File: config.mk
export PLATFORM = sky130hd
export DESIGN_NAME = mutative_cache_top
export DESIGN_NICKNAME = d
export VERILOG_FILES = /design/src/logic/mutative_pkg.sv /design/src/logic/mutative_control.sv /design/src/logic/real_cache_tags.sv /design/src/logic/shadow_assoc_tags.sv /design/src/logic/mutative_cache_top.sv
export SDC_FILE = /design/constraint.sdc
export NUM_CORES = 1
export LEC_CHECK = 0
export BUFFER_PORTS_ARGS = -buffer_cell sky130_fd_sc_hd__buf_2
export CORE_MARGIN = 2
export CORE_UTILIZATION = 44
export CTS_CLUSTER_DIAMETER = 40
export DETAILED_ROUTE_END_ITERATION = 7
export GPL_ROUTABILITY_DRIVEN = 0
export HOLD_SLACK_MARGIN = 0.03
export SYNTH_ARGS = -nofsm -noshare
export SYNTH_HDL_FRONTEND = slang
export SYNTH_HIERARCHICAL = 1
export SYNTH_SLANG_ARGS = --single-unit
File: constraint.sdc
create_clock -name clk -period 17.6 [get_ports clk]
set_clock_uncertainty 0.1 [all_clocks]
set_input_delay 1.76 -clock clk [delete_from_list [all_inputs] [get_ports clk]]
set_output_delay 1.76 -clock clk [all_outputs]
set_load 0.05 [all_outputs]
File: src/logic/mutative_pkg.sv
package mutative_pkg;

    localparam int ADDR_W           = 16;
    localparam int NUM_LINES        = 8;
    localparam int LINE_W           = $clog2(NUM_LINES);       // Line index and LRU age width
    localparam int SWITCH_THRESHOLD = 800;
    localparam int CNT_W            = 12;
    localparam int MISS_PENALTY     = 4;
    localparam int TIMER_W          = $clog2(MISS_PENALTY + 2);

    typedef enum logic [1:0] {
        mode_dm   = 2'd0,                                       // 8 sets of 1 way
        mode_2way = 2'd1,                                       // 4 sets of 2 ways
        mode_4way = 2'd2,                                       // 2 sets of 4 ways
        mode_full = 2'd3                                        // 1 set of 8 ways
    } assoc_mode_e;

    typedef enum logic [2:0] {
        s_idle,
        s_update,
        s_waiting
    } ctrl_state_e;

    // Address bits that select the set in a given mode
    function automatic logic [LINE_W-1:0] set_mask(input assoc_mode_e mode);
        logic [LINE_W-1:0] mask;
        case (mode)
            mode_dm:   mask = 3'b111;
            mode_2way: mask = 3'b011;
            mode_4way: mask = 3'b001;
            default:   mask = 3'b000;
        endcase
        return mask;
    endfunction

endpackage

File: src/logic/mutative_control.sv
`timescale 1ns/10ps

module mutative_control (
    input  logic                      clk,
    input  logic                      rst,
    input  logic                      cpu_req,
    input  logic                      real_cache_valid,
    input  logic                      real_cache_hit,
    input  logic                      full_assoc_hit,
    input  logic                      real_cache_full,
    input  logic                      full_assoc_full,
    input  logic                      cache_ready,
    output mutative_pkg::assoc_mode_e setup
);

    import mutative_pkg::*;

    ctrl_state_e      state_q;
    ctrl_state_e      state_d;
    logic [CNT_W-1:0] switch_cnt_q;
    logic [CNT_W-1:0] switch_cnt_d;
    assoc_mode_e      setup_d;
    logic             conflict_miss;
    logic             capacity_miss;

    // A shadow hit means more ways would have kept the line
    assign conflict_miss = !real_cache_hit && (full_assoc_hit || !real_cache_full);
    assign capacity_miss = !real_cache_hit && !full_assoc_hit && real_cache_full
                           && full_assoc_full;

    always_ff @(posedge clk) begin
        if (rst) begin
            state_q      <= s_idle;
            setup        <= mode_dm;
            switch_cnt_q <= '0;
        end else begin
            state_q      <= state_d;
            setup        <= setup_d;
            switch_cnt_q <= switch_cnt_d;
        end
    end

    always_comb begin
        state_d      = state_q;
        setup_d      = setup;
        switch_cnt_d = switch_cnt_q;
        case (state_q)
            s_idle: begin
                if (switch_cnt_q >= CNT_W'(SWITCH_THRESHOLD)) begin
                    switch_cnt_d = '0;
                    if (setup != mode_full) begin
                        setup_d = assoc_mode_e'(setup + 2'd1);  // Never steps back down
                    end
                end
                if (cpu_req) begin
                    state_d = s_update;
                end
            end
            s_update: begin
                if (real_cache_valid) begin                     // Cold misses are skipped
                    if (conflict_miss) begin
                        switch_cnt_d = switch_cnt_q + CNT_W'(2);
                    end else if (capacity_miss && switch_cnt_q != '0) begin
                        switch_cnt_d = switch_cnt_q - CNT_W'(1);
                    end
                end
                state_d = s_waiting;
            end
            s_waiting: begin
                if (cache_ready) begin
                    state_d = s_idle;
                end
            end
            default: begin
                state_d = s_idle;
            end
        endcase
    end

endmodule

File: src/logic/real_cache_tags.sv
`timescale 1ns/10ps

module real_cache_tags (
    input  logic                            clk,
    input  logic                            rst,
    input  logic                            cpu_req,
    input  logic [mutative_pkg::ADDR_W-1:0] cpu_addr,
    input  mutative_pkg::assoc_mode_e       setup,
    output logic                            real_cache_valid,
    output logic                            real_cache_hit,
    output logic                            real_cache_full,
    output logic                            cache_ready
);

    import mutative_pkg::*;

    logic [ADDR_W-1:0]    tag_q [NUM_LINES];               // Whole line address kept per line
    logic [LINE_W-1:0]    age_q [NUM_LINES];
    logic [NUM_LINES-1:0] valid_q;
    assoc_mode_e          mode_q;
    logic [TIMER_W-1:0]   timer_q;
    logic                 busy_q;

    logic [LINE_W-1:0]    mask;
    logic [NUM_LINES-1:0] eff_valid;
    logic [NUM_LINES-1:0] in_set;
    logic [NUM_LINES-1:0] match;
    logic                 lookup_hit;
    logic [LINE_W-1:0]    hit_line;
    logic                 have_free;
    logic [LINE_W-1:0]    free_line;
    logic [LINE_W-1:0]    lru_line;
    logic [LINE_W-1:0]    lru_age;
    logic [LINE_W-1:0]    touch_line;

    // A line belongs to the addressed set when its index agrees on the set bits
    always_comb begin
        mask      = set_mask(setup);
        eff_valid = (setup != mode_q) ? '0 : valid_q;       // Mode change empties the array
        for (int i = 0; i < NUM_LINES; i++) begin
            in_set[i] = ((LINE_W'(i) ^ cpu_addr[LINE_W-1:0]) & mask) == '0;
            match[i]  = in_set[i] && eff_valid[i] && (tag_q[i] == cpu_addr);
        end
    end

    always_comb begin
        lookup_hit = |match;
        hit_line   = '0;
        have_free  = 1'b0;
        free_line  = '0;
        lru_line   = '0;
        lru_age    = '0;
        for (int i = NUM_LINES - 1; i >= 0; i--) begin
            if (match[i]) begin
                hit_line = LINE_W'(i);
            end
            if (in_set[i] && !eff_valid[i]) begin
                have_free = 1'b1;
                free_line = LINE_W'(i);                     // Lowest free way wins
            end
        end
        for (int i = 0; i < NUM_LINES; i++) begin
            if (in_set[i] && eff_valid[i] && age_q[i] >= lru_age) begin
                lru_age  = age_q[i];
                lru_line = LINE_W'(i);
            end
        end
        if (lookup_hit) begin
            touch_line = hit_line;
        end else if (have_free) begin
            touch_line = free_line;
        end else begin
            touch_line = lru_line;
        end
    end

    // Ages within a set stay a permutation of the valid ways
    always_ff @(posedge clk) begin
        if (cpu_req) begin
            tag_q[touch_line] <= cpu_addr;
            for (int i = 0; i < NUM_LINES; i++) begin
                if (LINE_W'(i) == touch_line) begin
                    age_q[i] <= '0;
                end else if (in_set[i] && eff_valid[i]
                             && (!eff_valid[touch_line] || age_q[i] < age_q[touch_line])) begin
                    age_q[i] <= age_q[i] + 1'b1;
                end
            end
        end
    end

    always_ff @(posedge clk) begin
        if (rst) begin
            valid_q          <= '0;
            mode_q           <= mode_dm;
            busy_q           <= 1'b0;
            timer_q          <= '0;
            cache_ready      <= 1'b0;
            real_cache_valid <= 1'b0;
            real_cache_hit   <= 1'b0;
            real_cache_full  <= 1'b0;
        end else begin
            cache_ready <= 1'b0;
            if (cpu_req) begin
                mode_q           <= setup;
                valid_q          <= eff_valid | (NUM_LINES'(1) << touch_line);
                real_cache_valid <= |(eff_valid & in_set);
                real_cache_hit   <= lookup_hit;
                real_cache_full  <= &(eff_valid | ~in_set);
                busy_q           <= 1'b1;
                timer_q          <= lookup_hit ? TIMER_W'(1) : TIMER_W'(1 + MISS_PENALTY);
            end else if (busy_q) begin
                if (timer_q == '0) begin
                    cache_ready <= 1'b1;                    // Refill is only a delay here
                    busy_q      <= 1'b0;
                end else begin
                    timer_q <= timer_q - 1'b1;
                end
            end
        end
    end

endmodule

File: src/logic/shadow_assoc_tags.sv
`timescale 1ns/10ps

module shadow_assoc_tags (
    input  logic                            clk,
    input  logic                            rst,
    input  logic                            cpu_req,
    input  logic [mutative_pkg::ADDR_W-1:0] cpu_addr,
    output logic                            full_assoc_hit,
    output logic                            full_assoc_full
);

    import mutative_pkg::*;

    logic [ADDR_W-1:0]    tag_q [NUM_LINES];
    logic [LINE_W-1:0]    age_q [NUM_LINES];
    logic [NUM_LINES-1:0] valid_q;

    logic [NUM_LINES-1:0] match;
    logic                 lookup_hit;
    logic [LINE_W-1:0]    hit_line;
    logic                 have_free;
    logic [LINE_W-1:0]    free_line;
    logic [LINE_W-1:0]    lru_line;
    logic [LINE_W-1:0]    lru_age;
    logic [LINE_W-1:0]    touch_line;

    always_comb begin
        hit_line  = '0;
        have_free = 1'b0;
        free_line = '0;
        lru_line  = '0;
        lru_age   = '0;
        for (int i = 0; i < NUM_LINES; i++) begin
            match[i] = valid_q[i] && (tag_q[i] == cpu_addr);
        end
        lookup_hit = |match;
        for (int i = NUM_LINES - 1; i >= 0; i--) begin
            if (match[i]) begin
                hit_line = LINE_W'(i);
            end
            if (!valid_q[i]) begin
                have_free = 1'b1;
                free_line = LINE_W'(i);
            end
        end
        for (int i = 0; i < NUM_LINES; i++) begin
            if (valid_q[i] && age_q[i] >= lru_age) begin
                lru_age  = age_q[i];
                lru_line = LINE_W'(i);
            end
        end
        if (lookup_hit) begin
            touch_line = hit_line;
        end else if (have_free) begin
            touch_line = free_line;
        end else begin
            touch_line = lru_line;
        end
    end

    // Same recency rule as the real cache in mode_full
    always_ff @(posedge clk) begin
        if (cpu_req) begin
            tag_q[touch_line] <= cpu_addr;
            for (int i = 0; i < NUM_LINES; i++) begin
                if (LINE_W'(i) == touch_line) begin
                    age_q[i] <= '0;
                end else if (valid_q[i]
                             && (!valid_q[touch_line] || age_q[i] < age_q[touch_line])) begin
                    age_q[i] <= age_q[i] + 1'b1;
                end
            end
        end
    end

    always_ff @(posedge clk) begin
        if (rst) begin
            valid_q         <= '0;
            full_assoc_hit  <= 1'b0;
            full_assoc_full <= 1'b0;
        end else if (cpu_req) begin
            valid_q         <= valid_q | (NUM_LINES'(1) << touch_line);
            full_assoc_hit  <= lookup_hit;
            full_assoc_full <= &valid_q;                    // Occupancy before this fill
        end
    end

endmodule

File: src/logic/mutative_cache_top.sv
`timescale 1ns/10ps

module mutative_cache_top (
    input  logic                            clk,
    input  logic                            rst,
    input  logic                            cpu_req,
    input  logic [mutative_pkg::ADDR_W-1:0] cpu_addr,
    output logic                            ready,
    output logic                            hit,
    output mutative_pkg::assoc_mode_e       setup
);

    logic real_cache_valid;
    logic real_cache_hit;
    logic real_cache_full;
    logic cache_ready;
    logic full_assoc_hit;
    logic full_assoc_full;

    real_cache_tags u_real_cache (
        .clk              (clk),
        .rst              (rst),
        .cpu_req          (cpu_req),
        .cpu_addr         (cpu_addr),
        .setup            (setup),
        .real_cache_valid (real_cache_valid),
        .real_cache_hit   (real_cache_hit),
        .real_cache_full  (real_cache_full),
        .cache_ready      (cache_ready)
    );

    shadow_assoc_tags u_shadow (
        .clk             (clk),
        .rst             (rst),
        .cpu_req         (cpu_req),
        .cpu_addr        (cpu_addr),
        .full_assoc_hit  (full_assoc_hit),
        .full_assoc_full (full_assoc_full)
    );

    mutative_control u_control (
        .clk              (clk),
        .rst              (rst),
        .cpu_req          (cpu_req),
        .real_cache_valid (real_cache_valid),
        .real_cache_hit   (real_cache_hit),
        .full_assoc_hit   (full_assoc_hit),
        .real_cache_full  (real_cache_full),
        .full_assoc_full  (full_assoc_full),
        .cache_ready      (cache_ready),
        .setup            (setup)
    );

    assign ready = cache_ready;
    assign hit   = real_cache_hit;                          // Held until the next request

endmodule

# After elaboration in Yosys (flattened, before gate mapping)
# Memories as Yosys holds them, arrays and structs flattened.
# Cells that the tools add are included.
# totals
ff_bits,45
mem_bits_rw,304
wordCells,511
mem_count,4
# mem_list
name,depth,width,read_ports,rd_clocked_by_memory_dff,write_ports,line,text
u_real_cache.tag_q,8,16,8,0,1,real_cache_tags.sv:17,logic [ADDR_W-1:0] tag_q [NUM_LINES];
u_shadow.tag_q,8,16,8,0,1,shadow_assoc_tags.sv:14,logic [ADDR_W-1:0] tag_q [NUM_LINES];
u_real_cache.age_q,8,3,9,0,8,real_cache_tags.sv:18,logic [LINE_W-1:0] age_q [NUM_LINES];
u_shadow.age_q,8,3,9,0,8,shadow_assoc_tags.sv:15,logic [LINE_W-1:0] age_q [NUM_LINES];
# op_classes
addsub,20
order_cmp,35
eq_ne,42
n_shift,2
muxes,232
bitwise_logic,37
reduce_logical,125
# ops
op,count
== test 16 bit,16
2-to-1 mux 3 bit,80
2-to-1 mux 1 bit,138
logical AND 1 bit,69
adder 3 x 1 -> 3 bit (second input constant),16
< comparator 3 bit,16
2-to-1 mux 12 bit,4
>= comparator 3 bit,14
zero test 3 bit,12
bitwise AND 3 bit,8
== test 3 bit (first input constant),8
bitwise OR 8 bit,3
one-hot mux 12 bit (2 select lines),1
OR reduction 8 bit,3
one-hot mux 3 bit (3 select lines),2
logical OR 1 bit,17
bitwise OR 1 bit,16
AND reduction 8 bit,2
<< shifter 1 x 3 -> 8 bit (first input constant),2
zero test 1 bit,13
adder 12 x 2 -> 12 bit (second input constant),1
== test 2 x 3 -> 1 bit (first input constant),4
>= comparator 12 x 10 -> 1 bit (second input constant),1
nonzero test 12 bit,1
28 further kinds,46

# Longest topological paths before layout
# logic_depth
depth_word,40
ltp_mapped,70

# Hierarchy
# The synthesis kept the hierarchy.
# by_module_without_submodules
module,instances,cells_each,area_per_inst_um2,seq_area_each_um2
real_cache_tags,1,881,9820.7,4924.7
shadow_assoc_tags,1,815,9370.2,4764.6
mutative_control,1,142,1118.6,320.3

# Worst setup path after synthesis
# Ideal clock, no wire load.
# synth_timing
kind,input to register
start,input port cpu_addr[2] in the netlist's numbering
end,memory u_real_cache/age_q[1][0] in the netlist's numbering (enable)
setup_ns,0.306
arrival_ns,13.694
t_required_ns,17.194
path_slack_ns,3.500
stages,67
path_buffers,3
cell_sequence,nor2b_1 -> o21ai_1 -> and3_1 -> clkbuf_1 -> and2_1 -> ha_1 -> nand2b_1 -> a31oi_1 -> nor4_4 -> mux2_2 -> ha_1 -> nand2b_1 -> nor2_1 -> a41oi_1 -> a211oi_1 -> o21ai_0 -> and2_1 -> a21oi_1 -> (+31 left out) -> nand2b_1 -> a21oi_1 -> nor2b_1 -> o21ai_0 -> and2_1 -> and3_1 -> a21oi_2 -> o21ai_2 -> buf_4 -> clkbuf_1 -> o21ai_0 -> nand2_1 -> o21ai_0 -> a21oi_1 -> ha_1 -> or2_2 -> a21o_1 -> nand3_1
# synth_rtl
element,line,text
start: declaration,mutative_cache_top.sv:7,"input logic [mutative_pkg::ADDR_W-1:0] cpu_addr,"
end: declaration,real_cache_tags.sv:18,

==> metrics <==
# DRC=0; outcome=finished clean; drt first-iter violations=~1,500; FMAX=0.0640 GHz; worst min path class=reg2reg; Tcrit/Tclk final=88.8%; syn_area_per_cell=around 11 um2; leakage power=8.17 nW; HPWL after DPL=around 34,000 um; largest net degree at the start of global routing=between 40 and 50; Slowest-stage cell, CP=a21oi_1; Cell Rows=78; layout cells sized above 1=roughly 11%; Port Buffer Count=22; Worst Max-Slew Pin Slew=1.01 ns; minimum clock period=15.63 ns; Hold Buf Count CTS=0; CTS root buffer=clkbuf_16; slew margin rel.=between 30% and 40%; largest fanout on the critical path=20; Final WS setup=1.97 ns; synthesis-stage register bit count=348; DIE AREA=47,900 um2; Slew Limit Fails=0; Detailed Route WL=52,100 um; DRT Pass-1 Iters=6; Clock Pin Slew Worst Setup and Hold Paths=0.05 ns; Distinct cells, synth=108; Top FF cell, synth=edfxtp_1; sequential share of the synthesized area=49.3%; synthesized instance count=1,838; area delta synth->final=12.4%; H-tree depth=2; Tot GR Track Use=a little over a fifth; setup bufs post-CTS=0; nets@finish=1,948; Reg area=10,000 um2; area of the core=~45,000 um2; WP data arrival=15.80 ns; Fillers=4,134; number of global-route vias before repair=14,400; share of flip-flops with an asynchronous set or reset=0%; most common cell after layout, fill and taps aside=edfxtp_1; Final Util=50.2%; number of enable flip-flop cells after synthesis=approximately 300; Syn Std Cell Area=20,300 um2; highest ir drop seen on vdd=0.0791 mV; first-pass GRT wire length=81,600 um; total gr overflow=0; clock tree buffer depth=3; commonest cells after routing, fill and taps aside=edfxtp_1 (304), xnor2_1 (151), xor2_1 (126); Final Hold Viols=0; Worst-Skew Late Latency=~0.6 ns; Ys Warns=6; clk sink count=348; Non-Filler Instances=2,504; critical path endpoint category=flip-flop; initial antenna violation count=0; area of the multi-input gates=9610 um2; DIE HEIGHT=around 220 um; routed len/inst=between 20 and 25 um; TritonCTS clock tree=done; pwr dens=between 100 and 150 nW/um2; final setup vio count=0; crit path kind=in2reg; Syn Nets=a little under 2,000; final setup TNS=0 ns; Die Wd=about 220 um; MaxCap Viol Count=0; CTS Buf Count=54; CP Data Required Time=~18 ns; final total power=about 2.4 mW; Initial Util=about 45%; Antenna Diode Count=0; Vias/cell=5.91; num ports=23; CP startpoint kind=primary input; RSZ-0062 raised after global routing=no; dpl ws=roughly 1.7 ns; Antenna Nets Post-Route=0; vias=14,800; slowest stage delay, CP=0.71 ns; post-cts resize count=0; Inst Count DP=2,403
metal layers:
metal  up-vias  share of wire, %  global-route usage (%)
met5         -                 0                       0
met4         0               2.2                    6.96
met3        88               6.8                    3.15
met2       511                44                    34.0
met1      7231                47                    31.4
li1       6963                 -                       -
final timing paths:
path / from / end / slack [ns] / cells after the start
setup / recovery: cpu_addr[2] / u_real_cache/age_q[1][2] / 1.97 / 64
hold / removal: u_real_cache/busy_q / u_real_cache/cache_ready / 0.38 / 1
setup reg to reg: u_control/setup[1] / u_real_cache/age_q[1][2] / 2.22 / 64
hold reg to reg: u_real_cache/busy_q / u_real_cache/cache_ready / 0.38 / 1
synthesized netlist by cell type, types with 7 or more instances:
| cell | n | area share, % |
|---|---|---|
| edfxtp_1 | 304 | 45 |
| xnor2_1 | 151 | 6.5 |
| xor2_1 | 126 | 5.4 |
| nand2_1 | 104 | 1.9 |
| nor2_1 | 102 | 1.9 |
| a21oi_1 | 78 | 1.9 |
| inv_1 | 75 | 1.4 |
| ha_1 | 70 | 4.3 |
| nand4_1 | 56 | 1.7 |
| nand3_1 | 47 | 1.2 |
| nor4_1 | 47 | 1.4 |
| clkbuf_1 | 45 | 0.83 |
| dfxtp_1 | 44 | 4.3 |
| o21ai_0 | 38 | 0.94 |
| and2_1 | 31 | 0.95 |
| nor3_1 | 30 | 0.74 |
| a211oi_1 | 29 | 1.1 |
| and3_1 | 25 | 0.77 |
| nand2b_1 | 25 | 0.77 |
| mux2i_1 | 24 | 1.2 |
| o211ai_1 | 21 | 0.78 |
| buf_2 | 20 | 0.49 |
| mux2_2 | 16 | 0.89 |
| o211a_1 | 13 | 0.64 |
| o21ai_1 | 13 | 0.32 |
| or2_2 | 13 | 0.40 |
| or3_1 | 13 | 0.40 |
| a31oi_1 | 12 | 0.37 |
| or4_1 | 12 | 0.44 |
| a211o_1 | 11 | 0.47 |
| a21o_1 | 11 | 0.41 |
| a221oi_1 | 11 | 0.47 |
| o2111ai_1 | 11 | 0.47 |
| o21a_1 | 11 | 0.41 |
| nor2b_1 | 10 | 0.31 |
| buf_6 | 8 | 0.44 |
| or2_1 | 8 | 0.25 |
| buf_4 | 7 | 0.26 |
| o21bai_1 | 7 | 0.26 |
| o31ai_1 | 7 | 0.26 |
state kept, by name, indices dropped and copies added, names as in the netlist:
signal                         count
u_control/setup                    2
u_control/state_q                  2
u_control/switch_cnt_q            12
u_real_cache/age_q                24
u_real_cache/busy_q                1
u_real_cache/cache_ready           1
u_real_cache/mode_q                2
u_real_cache/real_cache_full       1
u_real_cache/real_cache_hit        1
u_real_cache/real_cache_valid      1
u_real_cache/tag_q               128
u_real_cache/timer_q               3
u_real_cache/valid_q               8
u_shadow/age_q                    24
u_shadow/full_assoc_full           1
u_shadow/full_assoc_hit            1
u_shadow/tag_q                   128
u_shadow/valid_q                   8
power by group:
group	total (mW)	switching (mW)	internal (mW)
Sequential	0.980	0.0332	0.946
Combinational	0.377	0.244	0.133
Clock	1.06	0.407	0.656
critical path: cells and delay by family:
family	cells	cell delay, ns
compound gates	24	5.74
simple gates	25	4.35
fa+ha+maj	8	2.10
mux	4	1.54
buf+inv	3	0.31
area by class of cell:
class                      instances  area share, %
multi-input combinational       1329           42.1
clock inverter                    35           1.57
clock buffer                      66           6.54
timing repair buffer              50           1.40
sequential                       348           43.9
inverter                          76           1.25
tap                              600           3.29
kinds of logic (layout without fill, tap and decap cells):
logic type / Yosys count / count (layout) / share of synthesized area (%)
compound gates: 367 / 367 / 13.3
buf+inv: 161 / 227 / 3.53
flops: 348 / 348 / 49.3
mux: 41 / 41 / 2.14
xor+xnor: 278 / 278 / 12.0
fa+ha+maj: 70 / 70 / 4.31
simple gates: 573 / 573 / 15.5
per-stage QoR:
stage / cell area, um2 / hold WS [ns]
3_3_place_gp: 21000 / 0.376
6_report: 22800 / 0.376
4_1_cts: 22800 / 0.370
5_1_grt: 22800 / 0.386
3_5_place_dp: 21000 / 0.370
2_1_floorplan: 20300 / 0.355
(Power assumes the default switching activity.)
